==> src/rtl/exec_pkg.sv <==
package exec_pkg;

  localparam int xlen       = 32;
  localparam int reg_addr_w = 5;
  localparam int op_w       = 5;

  // single-cycle ALU operations first, then the mul/div group
  localparam logic [op_w-1:0] op_add   = 5'd0;
  localparam logic [op_w-1:0] op_sub   = 5'd1;
  localparam logic [op_w-1:0] op_and   = 5'd2;
  localparam logic [op_w-1:0] op_or    = 5'd3;
  localparam logic [op_w-1:0] op_xor   = 5'd4;
  localparam logic [op_w-1:0] op_sll   = 5'd5;
  localparam logic [op_w-1:0] op_srl   = 5'd6;
  localparam logic [op_w-1:0] op_sra   = 5'd7;
  localparam logic [op_w-1:0] op_slt   = 5'd8;
  localparam logic [op_w-1:0] op_sltu  = 5'd9;
  localparam logic [op_w-1:0] op_lui   = 5'd10;
  localparam logic [op_w-1:0] op_mul   = 5'd11;
  localparam logic [op_w-1:0] op_mulhu = 5'd12;
  localparam logic [op_w-1:0] op_div   = 5'd13;
  localparam logic [op_w-1:0] op_divu  = 5'd14;
  localparam logic [op_w-1:0] op_rem   = 5'd15;
  localparam logic [op_w-1:0] op_remu  = 5'd16;

  localparam logic [op_w-1:0] op_last  = op_remu; // anything above traps

  // which execution unit finishes an operation
  localparam int unit_w = 2;
  localparam logic [unit_w-1:0] unit_alu  = 2'd0;
  localparam logic [unit_w-1:0] unit_md   = 2'd1;
  localparam logic [unit_w-1:0] unit_trap = 2'd2;

  localparam int md_cycles = 32; // one step per operand bit
  localparam int md_cnt_w  = $clog2(md_cycles);

endpackage

==> src/rtl/trap_pkg.sv <==
package trap_pkg;

  localparam int cause_w = 4;

  // machine cause codes as in mcause
  localparam logic [cause_w-1:0] cause_none                = 4'd0;
  localparam logic [cause_w-1:0] cause_illegal_instruction = 4'd2;

endpackage

==> src/rtl/register_file.sv <==
`timescale 1ns/100ps

module register_file (
  input  logic                           clk,
  input  logic                           rst,
  input  logic [exec_pkg::reg_addr_w-1:0] ra1,
  input  logic [exec_pkg::reg_addr_w-1:0] ra2,
  input  logic                           we,
  input  logic [exec_pkg::reg_addr_w-1:0] wa,
  input  logic [exec_pkg::xlen-1:0]       wd,
  output logic [exec_pkg::xlen-1:0]       rd1,
  output logic [exec_pkg::xlen-1:0]       rd2
);

  logic [exec_pkg::xlen-1:0] regs [1:31]; // x0 has no storage

  assign rd1 = (ra1 == '0) ? '0 : regs[ra1];
  assign rd2 = (ra2 == '0) ? '0 : regs[ra2];

  always_ff @(posedge clk) begin
    if (rst == 1'b0) begin
      for (int i = 1; i < 32; i++) begin
        regs[i] <= '0;
      end
    end else if (we && wa != '0) begin
      regs[wa] <= wd;
    end
  end

endmodule

==> src/rtl/operand_fetch_stage.sv <==
`timescale 1ns/100ps

module operand_fetch_stage (
  input  logic                            clk,
  input  logic                            rst,
  input  logic                            issue_valid,
  input  logic [exec_pkg::op_w-1:0]       issue_op,
  input  logic [exec_pkg::reg_addr_w-1:0] issue_rd,
  input  logic [exec_pkg::reg_addr_w-1:0] issue_rs1,
  input  logic [exec_pkg::reg_addr_w-1:0] issue_rs2,
  input  logic [exec_pkg::xlen-1:0]       issue_imm,
  input  logic                            issue_use_imm,
  input  logic [exec_pkg::xlen-1:0]       issue_pc,
  input  logic                            stall,
  input  logic                            wr_en,
  input  logic [exec_pkg::reg_addr_w-1:0] wr_addr,
  input  logic [exec_pkg::xlen-1:0]       wr_data,
  input  logic [exec_pkg::xlen-1:0]       rf_rd1,
  input  logic [exec_pkg::xlen-1:0]       rf_rd2,
  output logic [exec_pkg::reg_addr_w-1:0] rf_ra1,
  output logic [exec_pkg::reg_addr_w-1:0] rf_ra2,
  output logic                            of_valid,
  output logic [exec_pkg::op_w-1:0]       of_op,
  output logic [exec_pkg::reg_addr_w-1:0] of_rd,
  output logic [exec_pkg::xlen-1:0]       of_a,
  output logic [exec_pkg::xlen-1:0]       of_b,
  output logic [exec_pkg::xlen-1:0]       of_imm,
  output logic [exec_pkg::xlen-1:0]       of_pc
);

  logic [exec_pkg::xlen-1:0] src_a;
  logic [exec_pkg::xlen-1:0] src_b;

  assign rf_ra1 = issue_rs1;
  assign rf_ra2 = issue_rs2;

  // the execute write lands at the same edge, so take it straight from the bus
  assign src_a = (wr_en && wr_addr == issue_rs1 && issue_rs1 != '0) ? wr_data : rf_rd1;
  assign src_b = issue_use_imm ? issue_imm :
                 (wr_en && wr_addr == issue_rs2 && issue_rs2 != '0) ? wr_data : rf_rd2;

  always_ff @(posedge clk) begin
    if (rst == 1'b0) begin
      of_valid <= 1'b0;
    end else if (!stall) begin
      of_valid <= issue_valid;
    end
  end

  always_ff @(posedge clk) begin
    if (!stall && issue_valid) begin
      of_op  <= issue_op;
      of_rd  <= issue_rd;
      of_a   <= src_a;
      of_b   <= src_b;
      of_imm <= issue_imm;
      of_pc  <= issue_pc;
    end
  end

endmodule

==> src/rtl/int_alu.sv <==
`timescale 1ns/100ps

module int_alu (
  input  logic [exec_pkg::op_w-1:0] op,
  input  logic [exec_pkg::xlen-1:0] a,
  input  logic [exec_pkg::xlen-1:0] b,
  output logic [exec_pkg::xlen-1:0] res
);

  logic [4:0] shamt;

  assign shamt = b[4:0]; // upper bits of the shift amount are ignored

  always_comb begin
    case (op)
      exec_pkg::op_add:  res = a + b;
      exec_pkg::op_sub:  res = a - b;
      exec_pkg::op_and:  res = a & b;
      exec_pkg::op_or:   res = a | b;
      exec_pkg::op_xor:  res = a ^ b;
      exec_pkg::op_sll:  res = a << shamt;
      exec_pkg::op_srl:  res = a >> shamt;
      exec_pkg::op_sra:  res = $signed(a) >>> shamt;
      exec_pkg::op_slt: begin
        res = {{(exec_pkg::xlen-1){1'b0}}, $signed(a) < $signed(b)};
      end
      exec_pkg::op_sltu: begin
        res = {{(exec_pkg::xlen-1){1'b0}}, a < b};
      end
      exec_pkg::op_lui:  res = b; // immediate arrives already shifted
      default:           res = '0;
    endcase
  end

endmodule

==> src/rtl/iter_muldiv.sv <==
`timescale 1ns/100ps

module iter_muldiv (
  input  logic                      clk,
  input  logic                      rst,
  input  logic                      md_start,
  input  logic [exec_pkg::op_w-1:0] md_op,
  input  logic [exec_pkg::xlen-1:0] md_a,
  input  logic [exec_pkg::xlen-1:0] md_b,
  output logic                      md_done,
  output logic [exec_pkg::xlen-1:0] md_result
);

  localparam int msb = exec_pkg::xlen - 1;

  logic                          running;
  logic [exec_pkg::md_cnt_w-1:0] count;
  logic [exec_pkg::op_w-1:0]     op_q;
  logic                          is_div;
  logic                          neg_q;
  logic                          neg_r;
  logic                          div_zero;
  logic                          signed_op;
  logic [exec_pkg::xlen-1:0]     abs_a;
  logic [exec_pkg::xlen-1:0]     abs_b;
  logic [exec_pkg::xlen-1:0]     a_q;
  logic [exec_pkg::xlen-1:0]     b_q;
  logic [exec_pkg::xlen-1:0]     hi;
  logic [exec_pkg::xlen-1:0]     lo;
  logic [exec_pkg::xlen:0]       add_sum;
  logic [exec_pkg::xlen+1:0]     sub_diff;

  assign signed_op = (md_op == exec_pkg::op_div) || (md_op == exec_pkg::op_rem);
  assign abs_a = (signed_op && md_a[msb]) ? -md_a : md_a;
  assign abs_b = (signed_op && md_b[msb]) ? -md_b : md_b;

  // hi holds the partial product or the remainder, lo the multiplier or quotient
  assign add_sum  = {1'b0, hi} + (lo[0] ? {1'b0, b_q} : '0);
  assign sub_diff = {1'b0, hi, lo[msb]} - {2'b0, b_q};

  always_ff @(posedge clk) begin
    if (rst == 1'b0) begin
      running <= 1'b0;
      count   <= '0;
      md_done <= 1'b0;
    end else begin
      md_done <= 1'b0;
      if (md_start) begin
        running <= 1'b1;
        count   <= '0;
      end else if (running) begin
        count <= count + 1'b1;
        if (count == exec_pkg::md_cycles - 1) begin
          running <= 1'b0;
          md_done <= 1'b1;
        end
      end
    end
  end

  always_ff @(posedge clk) begin
    if (md_start) begin
      op_q     <= md_op;
      is_div   <= md_op >= exec_pkg::op_div;
      neg_q    <= signed_op && (md_a[msb] ^ md_b[msb]);
      neg_r    <= signed_op && md_a[msb];
      div_zero <= md_b == '0;
      a_q      <= md_a;
      b_q      <= abs_b;
      hi       <= '0;
      lo       <= abs_a;
    end else if (running) begin
      if (!is_div) begin
        {hi, lo} <= {add_sum, lo[msb:1]};
      end else if (!sub_diff[exec_pkg::xlen+1]) begin
        hi <= sub_diff[msb:0];
        lo <= {lo[msb-1:0], 1'b1};
      end else begin
        hi <= {hi[msb-1:0], lo[msb]};
        lo <= {lo[msb-1:0], 1'b0};
      end
    end
  end

  // min / -1 needs no special case because the negated magnitude wraps back to the dividend
  always_comb begin
    case (op_q)
      exec_pkg::op_mul:   md_result = lo;
      exec_pkg::op_mulhu: md_result = hi;
      exec_pkg::op_div,
      exec_pkg::op_divu:  md_result = div_zero ? '1 : (neg_q ? -lo : lo);
      default:            md_result = div_zero ? a_q : (neg_r ? -hi : hi);
    endcase
  end

endmodule

==> src/rtl/execute_stage.sv <==
`timescale 1ns/100ps

module execute_stage (
  input  logic                            clk,
  input  logic                            rst,
  input  logic                            of_valid,
  input  logic [exec_pkg::op_w-1:0]       of_op,
  input  logic [exec_pkg::reg_addr_w-1:0] of_rd,
  input  logic [exec_pkg::xlen-1:0]       of_a,
  input  logic [exec_pkg::xlen-1:0]       of_b,
  input  logic [exec_pkg::xlen-1:0]       of_pc,
  output logic                            stall,
  output logic                            wr_en,
  output logic [exec_pkg::reg_addr_w-1:0] wr_addr,
  output logic [exec_pkg::xlen-1:0]       wr_data,
  output logic                            retire_valid,
  output logic [exec_pkg::xlen-1:0]       retire_pc,
  output logic [exec_pkg::op_w-1:0]       retire_op,
  output logic [exec_pkg::reg_addr_w-1:0] retire_rd,
  output logic [exec_pkg::xlen-1:0]       retire_wdata,
  output logic                            retire_trap,
  output logic [trap_pkg::cause_w-1:0]    retire_cause
);

  logic [exec_pkg::unit_w-1:0] unit;
  logic                        trap;
  logic                        busy;
  logic                        finish;
  logic                        md_start;
  logic                        md_done;
  logic [exec_pkg::xlen-1:0]   md_result;
  logic [exec_pkg::xlen-1:0]   alu_res;

  int_alu alu_i (
    .op  (of_op),
    .a   (of_a),
    .b   (of_b),
    .res (alu_res)
  );

  iter_muldiv muldiv_i (
    .clk       (clk),
    .rst       (rst),
    .md_start  (md_start),
    .md_op     (of_op),
    .md_a      (of_a),
    .md_b      (of_b),
    .md_done   (md_done),
    .md_result (md_result)
  );

  always_comb begin
    if (of_op > exec_pkg::op_last) begin
      unit = exec_pkg::unit_trap;
    end else if (of_op >= exec_pkg::op_mul) begin
      unit = exec_pkg::unit_md;
    end else begin
      unit = exec_pkg::unit_alu;
    end
  end

  assign trap = unit == exec_pkg::unit_trap;

  // busy keeps md_start to a single pulse while the same op sits in this stage
  assign md_start = of_valid && unit == exec_pkg::unit_md && !busy;
  assign stall    = of_valid && unit == exec_pkg::unit_md && !md_done;
  assign finish   = of_valid && !stall;

  assign wr_en   = finish && !trap && of_rd != '0;
  assign wr_addr = of_rd;
  assign wr_data = (unit == exec_pkg::unit_md) ? md_result : alu_res;

  always_ff @(posedge clk) begin
    if (rst == 1'b0) begin
      busy         <= 1'b0;
      retire_valid <= 1'b0;
    end else begin
      retire_valid <= finish;
      if (md_start) begin
        busy <= 1'b1;
      end else if (md_done) begin
        busy <= 1'b0;
      end
    end
  end

  always_ff @(posedge clk) begin
    if (finish) begin
      retire_pc    <= of_pc;
      retire_op    <= of_op;
      retire_rd    <= wr_en ? of_rd : '0;   // zero when nothing was written
      retire_wdata <= wr_en ? wr_data : '0;
      retire_trap  <= trap;
      retire_cause <= trap ? trap_pkg::cause_illegal_instruction : trap_pkg::cause_none;
    end
  end

endmodule

==> src/rtl/exec_core.sv <==
`timescale 1ns/100ps

module exec_core (
  input  logic                            clk,
  input  logic                            rst,
  input  logic                            issue_valid,
  input  logic [exec_pkg::op_w-1:0]       issue_op,
  input  logic [exec_pkg::reg_addr_w-1:0] issue_rd,
  input  logic [exec_pkg::reg_addr_w-1:0] issue_rs1,
  input  logic [exec_pkg::reg_addr_w-1:0] issue_rs2,
  input  logic [exec_pkg::xlen-1:0]       issue_imm,
  input  logic                            issue_use_imm,
  input  logic [exec_pkg::xlen-1:0]       issue_pc,
  output logic                            stall,
  output logic                            retire_valid,
  output logic [exec_pkg::xlen-1:0]       retire_pc,
  output logic [exec_pkg::op_w-1:0]       retire_op,
  output logic [exec_pkg::reg_addr_w-1:0] retire_rd,
  output logic [exec_pkg::xlen-1:0]       retire_wdata,
  output logic                            retire_trap,
  output logic [trap_pkg::cause_w-1:0]    retire_cause
);

  logic [exec_pkg::reg_addr_w-1:0] rf_ra1;
  logic [exec_pkg::reg_addr_w-1:0] rf_ra2;
  logic [exec_pkg::xlen-1:0]       rf_rd1;
  logic [exec_pkg::xlen-1:0]       rf_rd2;
  logic                            wr_en;
  logic [exec_pkg::reg_addr_w-1:0] wr_addr;
  logic [exec_pkg::xlen-1:0]       wr_data;
  logic                            of_valid;
  logic [exec_pkg::op_w-1:0]       of_op;
  logic [exec_pkg::reg_addr_w-1:0] of_rd;
  logic [exec_pkg::xlen-1:0]       of_a;
  logic [exec_pkg::xlen-1:0]       of_b;
  logic [exec_pkg::xlen-1:0]       of_pc;

  register_file rf_i (
    .clk (clk),
    .rst (rst),
    .ra1 (rf_ra1),
    .ra2 (rf_ra2),
    .we  (wr_en),
    .wa  (wr_addr),
    .wd  (wr_data),
    .rd1 (rf_rd1),
    .rd2 (rf_rd2)
  );

  operand_fetch_stage of_i (
    .clk           (clk),
    .rst           (rst),
    .issue_valid   (issue_valid),
    .issue_op      (issue_op),
    .issue_rd      (issue_rd),
    .issue_rs1     (issue_rs1),
    .issue_rs2     (issue_rs2),
    .issue_imm     (issue_imm),
    .issue_use_imm (issue_use_imm),
    .issue_pc      (issue_pc),
    .stall         (stall),
    .wr_en         (wr_en),
    .wr_addr       (wr_addr),
    .wr_data       (wr_data),
    .rf_rd1        (rf_rd1),
    .rf_rd2        (rf_rd2),
    .rf_ra1        (rf_ra1),
    .rf_ra2        (rf_ra2),
    .of_valid      (of_valid),
    .of_op         (of_op),
    .of_rd         (of_rd),
    .of_a          (of_a),
    .of_b          (of_b),
    .of_imm        (),              // immediate already folded into of_b
    .of_pc         (of_pc)
  );

  execute_stage ex_i (
    .clk          (clk),
    .rst          (rst),
    .of_valid     (of_valid),
    .of_op        (of_op),
    .of_rd        (of_rd),
    .of_a         (of_a),
    .of_b         (of_b),
    .of_pc        (of_pc),
    .stall        (stall),
    .wr_en        (wr_en),
    .wr_addr      (wr_addr),
    .wr_data      (wr_data),
    .retire_valid (retire_valid),
    .retire_pc    (retire_pc),
    .retire_op    (retire_op),
    .retire_rd    (retire_rd),
    .retire_wdata (retire_wdata),
    .retire_trap  (retire_trap),
    .retire_cause (retire_cause)
  );

endmodule

==> config.mk <==
export PLATFORM = sky130hd
export DESIGN_NAME = exec_core
export DESIGN_NICKNAME = d
export VERILOG_FILES = /design/src/rtl/exec_pkg.sv /design/src/rtl/trap_pkg.sv /design/src/rtl/register_file.sv /design/src/rtl/operand_fetch_stage.sv /design/src/rtl/int_alu.sv /design/src/rtl/iter_muldiv.sv /design/src/rtl/execute_stage.sv /design/src/rtl/exec_core.sv
export SDC_FILE = /design/constraint.sdc
export NUM_CORES = 2
export LEC_CHECK = 0
export BUFFER_PORTS_ARGS = -buffer_cell sky130_fd_sc_hd__buf_2
export CAP_MARGIN = 5
export CORE_UTILIZATION = 26
export DETAILED_ROUTE_END_ITERATION = 7
export REMOVE_ABC_BUFFERS = 1
export SYNTH_ARGS = -nofsm -noshare
export SYNTH_HDL_FRONTEND = slang
export SYNTH_SLANG_ARGS = --single-unit
==> constraint.sdc <==
create_clock -name clk -period 9 [get_ports clk]
set_clock_uncertainty 0.05 [all_clocks]
set_input_delay 1.35 -clock clk [delete_from_list [all_inputs] [get_ports clk]]
set_output_delay 1.35 -clock clk [all_outputs]
set_load 0.005 [all_outputs]
# ---- After elaboration in Yosys (flattened, before gate mapping)
# Memory sizes are Yosys's and may differ from the RTL's.
# Index checks and enable logic that the tools add are counted.
dict set report classes {
  addsub 9
  magnitude_cmp 5
  eq_ne 21
  shift 3
  mux 37
  n_bitwise 6
  n_reduce_logical 33
}
# operator n
set ops {}
lappend ops {{2-to-1 mux 32 bit} 19}
lappend ops {{case mux 32 bit (11 select lines)} 1}
lappend ops {{negator 32 bit} 4}
lappend ops {{case mux 32 bit (3 select lines)} 1}
lappend ops {{< comparator 32 bit} 2}
lappend ops {{== test 5 x 4 -> 1 bit (second input constant)} 9}
lappend ops {{subtractor 33 x 32 -> 34 bit} 1}
lappend ops {{adder 32 x 32 -> 33 bit} 1}
lappend ops {{adder 32 bit} 1}
lappend ops {{AND 32 bit} 1}
lappend ops {{logical NOT 32 bit} 1}
lappend ops {{bitwise OR 32 bit} 1}
lappend ops {{OR reduction 32 bit} 1}
lappend ops {{<< shifter 32 x 5 -> 32 bit} 1}
lappend ops {{right shift 32 x 5 -> 32 bit} 1}
lappend ops {{>>> shifter 32 x 5 -> 32 bit} 1}
lappend ops {{subtractor 32 bit} 1}
lappend ops {{XOR 32 bit} 1}
lappend ops {{== test 5 x 3 -> 1 bit (second input constant)} 4}
lappend ops {{logical AND 1 bit} 15}
lappend ops {{logical NOT 5 bit} 3}
lappend ops {{nonzero test 5 bit} 3}
lappend ops {{2-to-1 mux 1 bit} 13}
lappend ops {{== test 5 x 2 -> 1 bit (second input constant)} 2}
lappend ops {{other kinds (17)} 26}
dict set report totals {
  ff_bits 332
  ramBits 992
  in_bits 88
  out_inout_bits 81
  word_cells 141
  memories 1
}
# memory depth width rd rd_clocked_by_memory_dff write_ports line
set memory_table {}
lappend memory_table {rf_i.regs 31 32 2 0 31 register_file.sv:15} ;# logic [exec_pkg::xlen-1:0] regs [1:31];

# ---- Depth between registers and ports, before layout
dict set report depth {
  word_depth 16
  depth_mapped 17
  depth_no_buf 13
}

# ---- By module
# From an unflattened synthesis, not the netlist that was laid out.
dict set report hier_totals {
  cells_unflattened 6929
  hier_area_um2 85259.3
}
# module instances cells_each area_per_inst_um2 seq_area_each_um2
set modules_own_cells {}
lappend modules_own_cells {register_file 1 3507 54217.0 30749.5}
lappend modules_own_cells {iter_muldiv 1 1560 12874.8 3933.8}
lappend modules_own_cells {int_alu 1 1338 9090.0 0.0}
lappend modules_own_cells {operand_fetch_stage 1 337 5875.6 4164.0}
lappend modules_own_cells {execute_stage 1 187 3201.8 2292.2}

# ---- Worst setup path before layout
# Ideal clock, no wire load.
dict set report synth_path {
  kind {reg-to-reg}
  startpoint {register of_i.of_op[1] (netlist bit)}
  endpoint {memory rf_i.regs[12][0] (netlist bit) (enable)}
  setup_time_ns 0.389
  arrival_time_ns 7.216
  required_ns 8.561
  slack_ns 1.344
  path_stages_with_launch 11
  path_buffers 2
  period_less_slack_ns 7.656
  cell_sequence {edfxtp_1 > clkbuf_1 > a21oi_1 > o32ai_4 > a21oi_1 > and2b_1 > nand2_1 > nor4_1 > nand2_1 > clkbuf_1 > nand2_1}
}
# element line
set synth_lines {}
lappend synth_lines {{from (decl)} operand_fetch_stage.sv:23} ;# output logic [exec_pkg::op_w-1:0] of_op,
lappend synth_lines {{from (signal assigned)} operand_fetch_stage.sv:52} ;# of_op <= issue_op;
lappend synth_lines {{to (decl)} register_file.sv:15}

==> qor.csv <==
stage,metric,value,unit
status,run status,finished with violations,
status,violated checks,"capacitance limit, slew limit",
drt,Routed WL per cell,29.5,um
floorplanning,Die Span X,561,um
floorplanning,core area,312000,um^2
global_routing,most congested layer reported by global routing,met2,
worst_setup_path,cells along the critical path,or3_1 > o32ai_4 > buf_4 > a21oi_4 > buf_4 > and2b_1 > buf_4 > nand2_1 > nor3b_2 > nand2_2 > nand2_2,
pwr,ratio of total power to cell area,197,nW/um^2
cells_and_area,Nets,6788,
drt,router iterations before antenna repair,8,
cts,Max Buffers Root-to-Sink,4,
cts,buffer count from post-CTS setup fixing,0,
worst_setup_path,nature of the critical path endpoint,flop,
global_routing,initial antenna violation count,23,
yosys,Simple-Gate Fraction of Synth Area,0.107,
worst_setup_path,maximum cell stage delay along the critical path,1140,ps
worst_setup_path,CP max FO,39,
cts,clock latency on the worst-skew pair,830,ps
yosys,total standard cell area after synthesis,81400,um^2
pwr,internal power contribution,0.0121,W
cells_and_area,count of non-filler cells in the finished layout,10770,
floorplanning,Vert. Die Dim,561,um
worst_setup_path,beginning of the critical path,of_i.of_op[0],
global_routing,met2 GRT Util,0.296,
cts,CTS H-tree lvls,4,
worst_setup_path,slowest library cell on the worst path,sky130_fd_sc_hd__nand2_2,
drt,detailed-route via count,62216,
pwr,switching power of the nets,0.00587,W
yosys,share of flip-flops with an asynchronous set or reset after synthesis,0,
worst_setup_path,CP most frequent cell,sky130_fd_sc_hd__buf_4,
worst_setup_path,Reg2Reg Setup Slack,2750,ps
worst_setup_path,required time of the critical path,9360,ps
yosys,library cells used by synthesis,106,
sta,count of final setup violators,0,
cts,clock transition time at the flip-flop clock pins of the worst setup and hold paths,60,ps
yosys,"EDFF count, synth",1310,
yosys,synthesized-area fraction occupied by xor and xnor cells,0.0188,
place,count of buffers inserted at the top-level ports,165,
cts,cell chosen for the clock root,sky130_fd_sc_hd__clkbuf_16,
cells_and_area,layout overhead on the synthesized area,12.2,%
yosys,multiplexer area fraction after synthesis,0.216,
sta,worst hold slack after final layout,360,ps
pwr,share of power burned in registers,0.425,
pwr,worst IR drop on VDD,0.000137,V
pwr,Total Power Consumption,0.0180,W
drt,remaining design rule violation count,0,
global_routing,largest net degree at the start of global routing,114,
floorplanning,row count,205,
yosys,"synthesized-area fraction occupied by ao, oa, aoi and oai cells",0.0973,
global_routing,first-pass GRT wire length,447000,um
global_routing,Congestion Overflow GR,0,
yosys,combinational family with the most area after synthesis,multiplexers,
cells_and_area,total non-filler cell area in the finished layout,91300,um^2
yosys,sequential share of the synthesized area,0.494,
worst_setup_path,buffers plus inverters on the worst setup path,3,
yosys,area share of fa/ha/maj cells after synthesis,0.0277,
worst_setup_path,total stage count of the critical path,11,
global_routing,number of global-route vias before repair,59581,
worst_setup_path,Critical path destination,rf_i.regs[18][6],
pwr,Comb pwr share,0.246,
place,dpl cell area,86800,um^2
yosys,commonest register cell after synthesis,sky130_fd_sc_hd__edfxtp_1,
pwr,share of total power in the clock network,0.329,
sta,Final Hold Violating Endpoints,0,
worst_setup_path,Worst Setup Start Kind,flop,
place,Cells after DPL,10509,
sta,final max-slew violation count,3,
place,routability-driven placement congestion ratio,0.999,
job,max capacitance violation total,1,
worst_setup_path,worst flop-to-flop path endpoint,rf_i.regs[18][6],
drt,number of DRC markers after the initial detailed-route iteration,10000,
sta,Highest Clock Rate,160,MHz
drt,Post-Route WL,318000,um
drt,Via-to-Cell Ratio,5.78,
cells_and_area,share of final-layout standard cells stronger than drive strength 1,0.215,
sta,Setup TNS,0,ps
cts,TritonCTS Sinks,1352,
sta,ratio of final minimum period to clock period,0.695,
place,DP Wirelength,211000,um
cts,post-cts resize count,0,
floorplanning,effective utilization at floorplan,0.261,
floorplanning,# IOs,169,
worst_setup_path,arrival time worst endpoint,6610,ps
global_routing,met1 usage in global routing,0.254,
sta,headroom to the max-slew limit,-0.0264,
worst_setup_path,length in cells of the worst reg-to-reg path,11,
yosys,average footprint of a synthesized cell,12.3,um^2
hold_path,min-delay worst type,flop to flop,
yosys,"flops & latches, synth",1352,
worst_setup_path,cell type group with the largest total delay on the critical path,simple AND/OR/NAND/NOR gates,
global_routing,aggregate global-route resource usage,0.196,
sta,measured slew at the worst slew-check pin,1540,ps
cts,TritonCTS clock tree,built,
sta,setup repair after global routing missed its margin,no,
drt,DRT antenna net count,0,
pwr,Pleak,31.7,nW
sta,Tmin final,6250,ps
yosys,number of standard cells after synthesis,6605,
yosys,number of warnings reported in the yosys synthesis log,0,
floorplanning,Die Footprint,315000,um^2
worst_setup_path,Worst R2R Start,of_i.of_op[0],
pwr,fraction of power spent switching nets,0.327,
worst_setup_path,Critical Setup Path Class,flop to flop,
global_routing,global routing usage on met3,0.0535,
cts,hold_buf cts,0,
cts,number of buffers inserted during clock tree synthesis,151,
cell usage after synthesis (31+ instances only):
cell,instances,area share
sky130_fd_sc_hd__xnor2_1,129,0.014
sky130_fd_sc_hd__buf_1,69,0.0032
sky130_fd_sc_hd__nand2_1,362,0.017
sky130_fd_sc_hd__nor2b_1,31,0.0024
sky130_fd_sc_hd__buf_2,77,0.0047
sky130_fd_sc_hd__edfxtp_1,1310,0.48
sky130_fd_sc_hd__clkbuf_1,437,0.020
sky130_fd_sc_hd__nand3_1,70,0.0043
sky130_fd_sc_hd__a21o_1,52,0.0048
sky130_fd_sc_hd__a22oi_1,35,0.0032
sky130_fd_sc_hd__a211oi_1,37,0.0034
sky130_fd_sc_hd__ha_1,174,0.027
sky130_fd_sc_hd__mux4_2,697,0.19
sky130_fd_sc_hd__o211ai_1,58,0.0054
sky130_fd_sc_hd__mux2i_1,156,0.019
sky130_fd_sc_hd__o31ai_1,37,0.0034
sky130_fd_sc_hd__inv_1,176,0.0081
sky130_fd_sc_hd__nor3_1,81,0.0050
sky130_fd_sc_hd__a31oi_1,51,0.0039
sky130_fd_sc_hd__o21ai_0,245,0.015
sky130_fd_sc_hd__o22ai_1,51,0.0039
sky130_fd_sc_hd__nor2_1,1241,0.057
sky130_fd_sc_hd__nand4_1,34,0.0026
sky130_fd_sc_hd__xor2_1,46,0.0050
sky130_fd_sc_hd__a21oi_1,339,0.021
sky130_fd_sc_hd__dfxtp_1,42,0.010
layout make-up:
type / instances / area [um^2]
well taps: 4140 / 5180
repair buffers: 343 / 2270
diodes: 5 / 12.5
clock inverters: 68 / 475
clock buffers: 188 / 4000
flip-flops and latches: 1352 / 40200
fillers: 31404 / 220000
inverters: 185 / 697
multi-input cells: 4489 / 38500
per-stage QoR:
stage,util,setup slack (ps)
2_1_floorplan,-,630
3_3_place_gp,0.279,2970
3_5_place_dp,0.279,2870
4_1_cts,0.293,2820
5_1_grt,0.293,2530
6_report,0.293,2750
placed cells by master (no fill, tap or decap), types with 19 or more instances in the layout:
cell type and n:
sky130_fd_sc_hd__o31ai_1 37, sky130_fd_sc_hd__o221ai_1 25, sky130_fd_sc_hd__o22ai_1 51, sky130_fd_sc_hd__nor3_1 76
sky130_fd_sc_hd__o21ai_0 244, sky130_fd_sc_hd__a31oi_1 51, sky130_fd_sc_hd__clkbuf_16 155, sky130_fd_sc_hd__a22oi_1 35
sky130_fd_sc_hd__edfxtp_1 1310, sky130_fd_sc_hd__a211oi_1 35, sky130_fd_sc_hd__a21o_1 52, sky130_fd_sc_hd__and2_1 22
sky130_fd_sc_hd__dfxtp_1 42, sky130_fd_sc_hd__a221oi_1 25, sky130_fd_sc_hd__mux2i_1 156, sky130_fd_sc_hd__nand2_1 299
sky130_fd_sc_hd__clkinv_2 29, sky130_fd_sc_hd__inv_1 176, sky130_fd_sc_hd__clkinv_1 27, sky130_fd_sc_hd__or3_1 22
sky130_fd_sc_hd__nor4_1 19, sky130_fd_sc_hd__mux4_2 697, sky130_fd_sc_hd__buf_2 157, sky130_fd_sc_hd__conb_1 35
sky130_fd_sc_hd__xnor2_1 129, sky130_fd_sc_hd__mux2_2 26, sky130_fd_sc_hd__nand3_1 69, sky130_fd_sc_hd__nand2_2 63
sky130_fd_sc_hd__o211ai_1 58, sky130_fd_sc_hd__nor2_1 1238, sky130_fd_sc_hd__nand2b_1 29, sky130_fd_sc_hd__or2_2 19
sky130_fd_sc_hd__ha_1 174, sky130_fd_sc_hd__buf_4 176, sky130_fd_sc_hd__nor2b_1 30, sky130_fd_sc_hd__xor2_1 46
sky130_fd_sc_hd__a21oi_1 338, sky130_fd_sc_hd__nand4_1 34, sky130_fd_sc_hd__clkbuf_1 33, sky130_fd_sc_hd__o21a_1 27
power by group through the flow:
stage	logic, W	clock network [W]	registers, W
3_3_place_gp	0.00426	0	0.00772
5_1_grt	0.00465	0.00619	0.00766
6_report	0.00443	0.00591	0.00763
2_1_floorplan	0.00260	0	0.00766
3_5_place_dp	0.00428	0	0.00775
4_1_cts	0.00430	0.00596	0.00762
per-layer routing:
layer	share of wire	vias to the layer above
met5	0.00018	-
met4	0.064	8
met3	0.12	859
met2	0.44	4555
met1	0.37	31683
li1	-	25111
kinds of logic after synthesis:
family / count (synthesis)
AND/OR/NAND/NOR: 2022
adder cells (fa/ha/maj): 178
AO/OA/AOI/OAI: 1199
flip-flops: 1352
multiplexers: 880
XOR/XNOR: 175
buffers and inverters: 798
other: 1
sequential cells by signal, summed over array words and instances, names as in the netlist, 32 cells and up:
name	count
ex_i.muldiv_i.b_q	32
ex_i.retire_wdata	32
of_i.of_b	32
of_i.of_a	32
ex_i.muldiv_i.hi	32
ex_i.muldiv_i.a_q	32
ex_i.retire_pc	32
rf_i.regs	1024
ex_i.muldiv_i.lo	32
of_i.of_pc	32
worst min path at each step:
stage                              start            endpoint  slack [ps]  cells past startpoint
final                     of_i.of_pc[12]  ex_i.retire_pc[12]         360                      0
after global routing      of_i.of_pc[12]  ex_i.retire_pc[12]         370                      0
after CTS                 of_i.of_pc[12]  ex_i.retire_pc[12]         360                      0
after detailed placement  of_i.of_pc[12]  ex_i.retire_pc[12]         350                      0
after global placement     of_i.of_pc[7]   ex_i.retire_pc[7]         350                      0
after floorplan            of_i.of_pc[0]   ex_i.retire_pc[0]         350                      0
(Power assumes the default switching activity.)
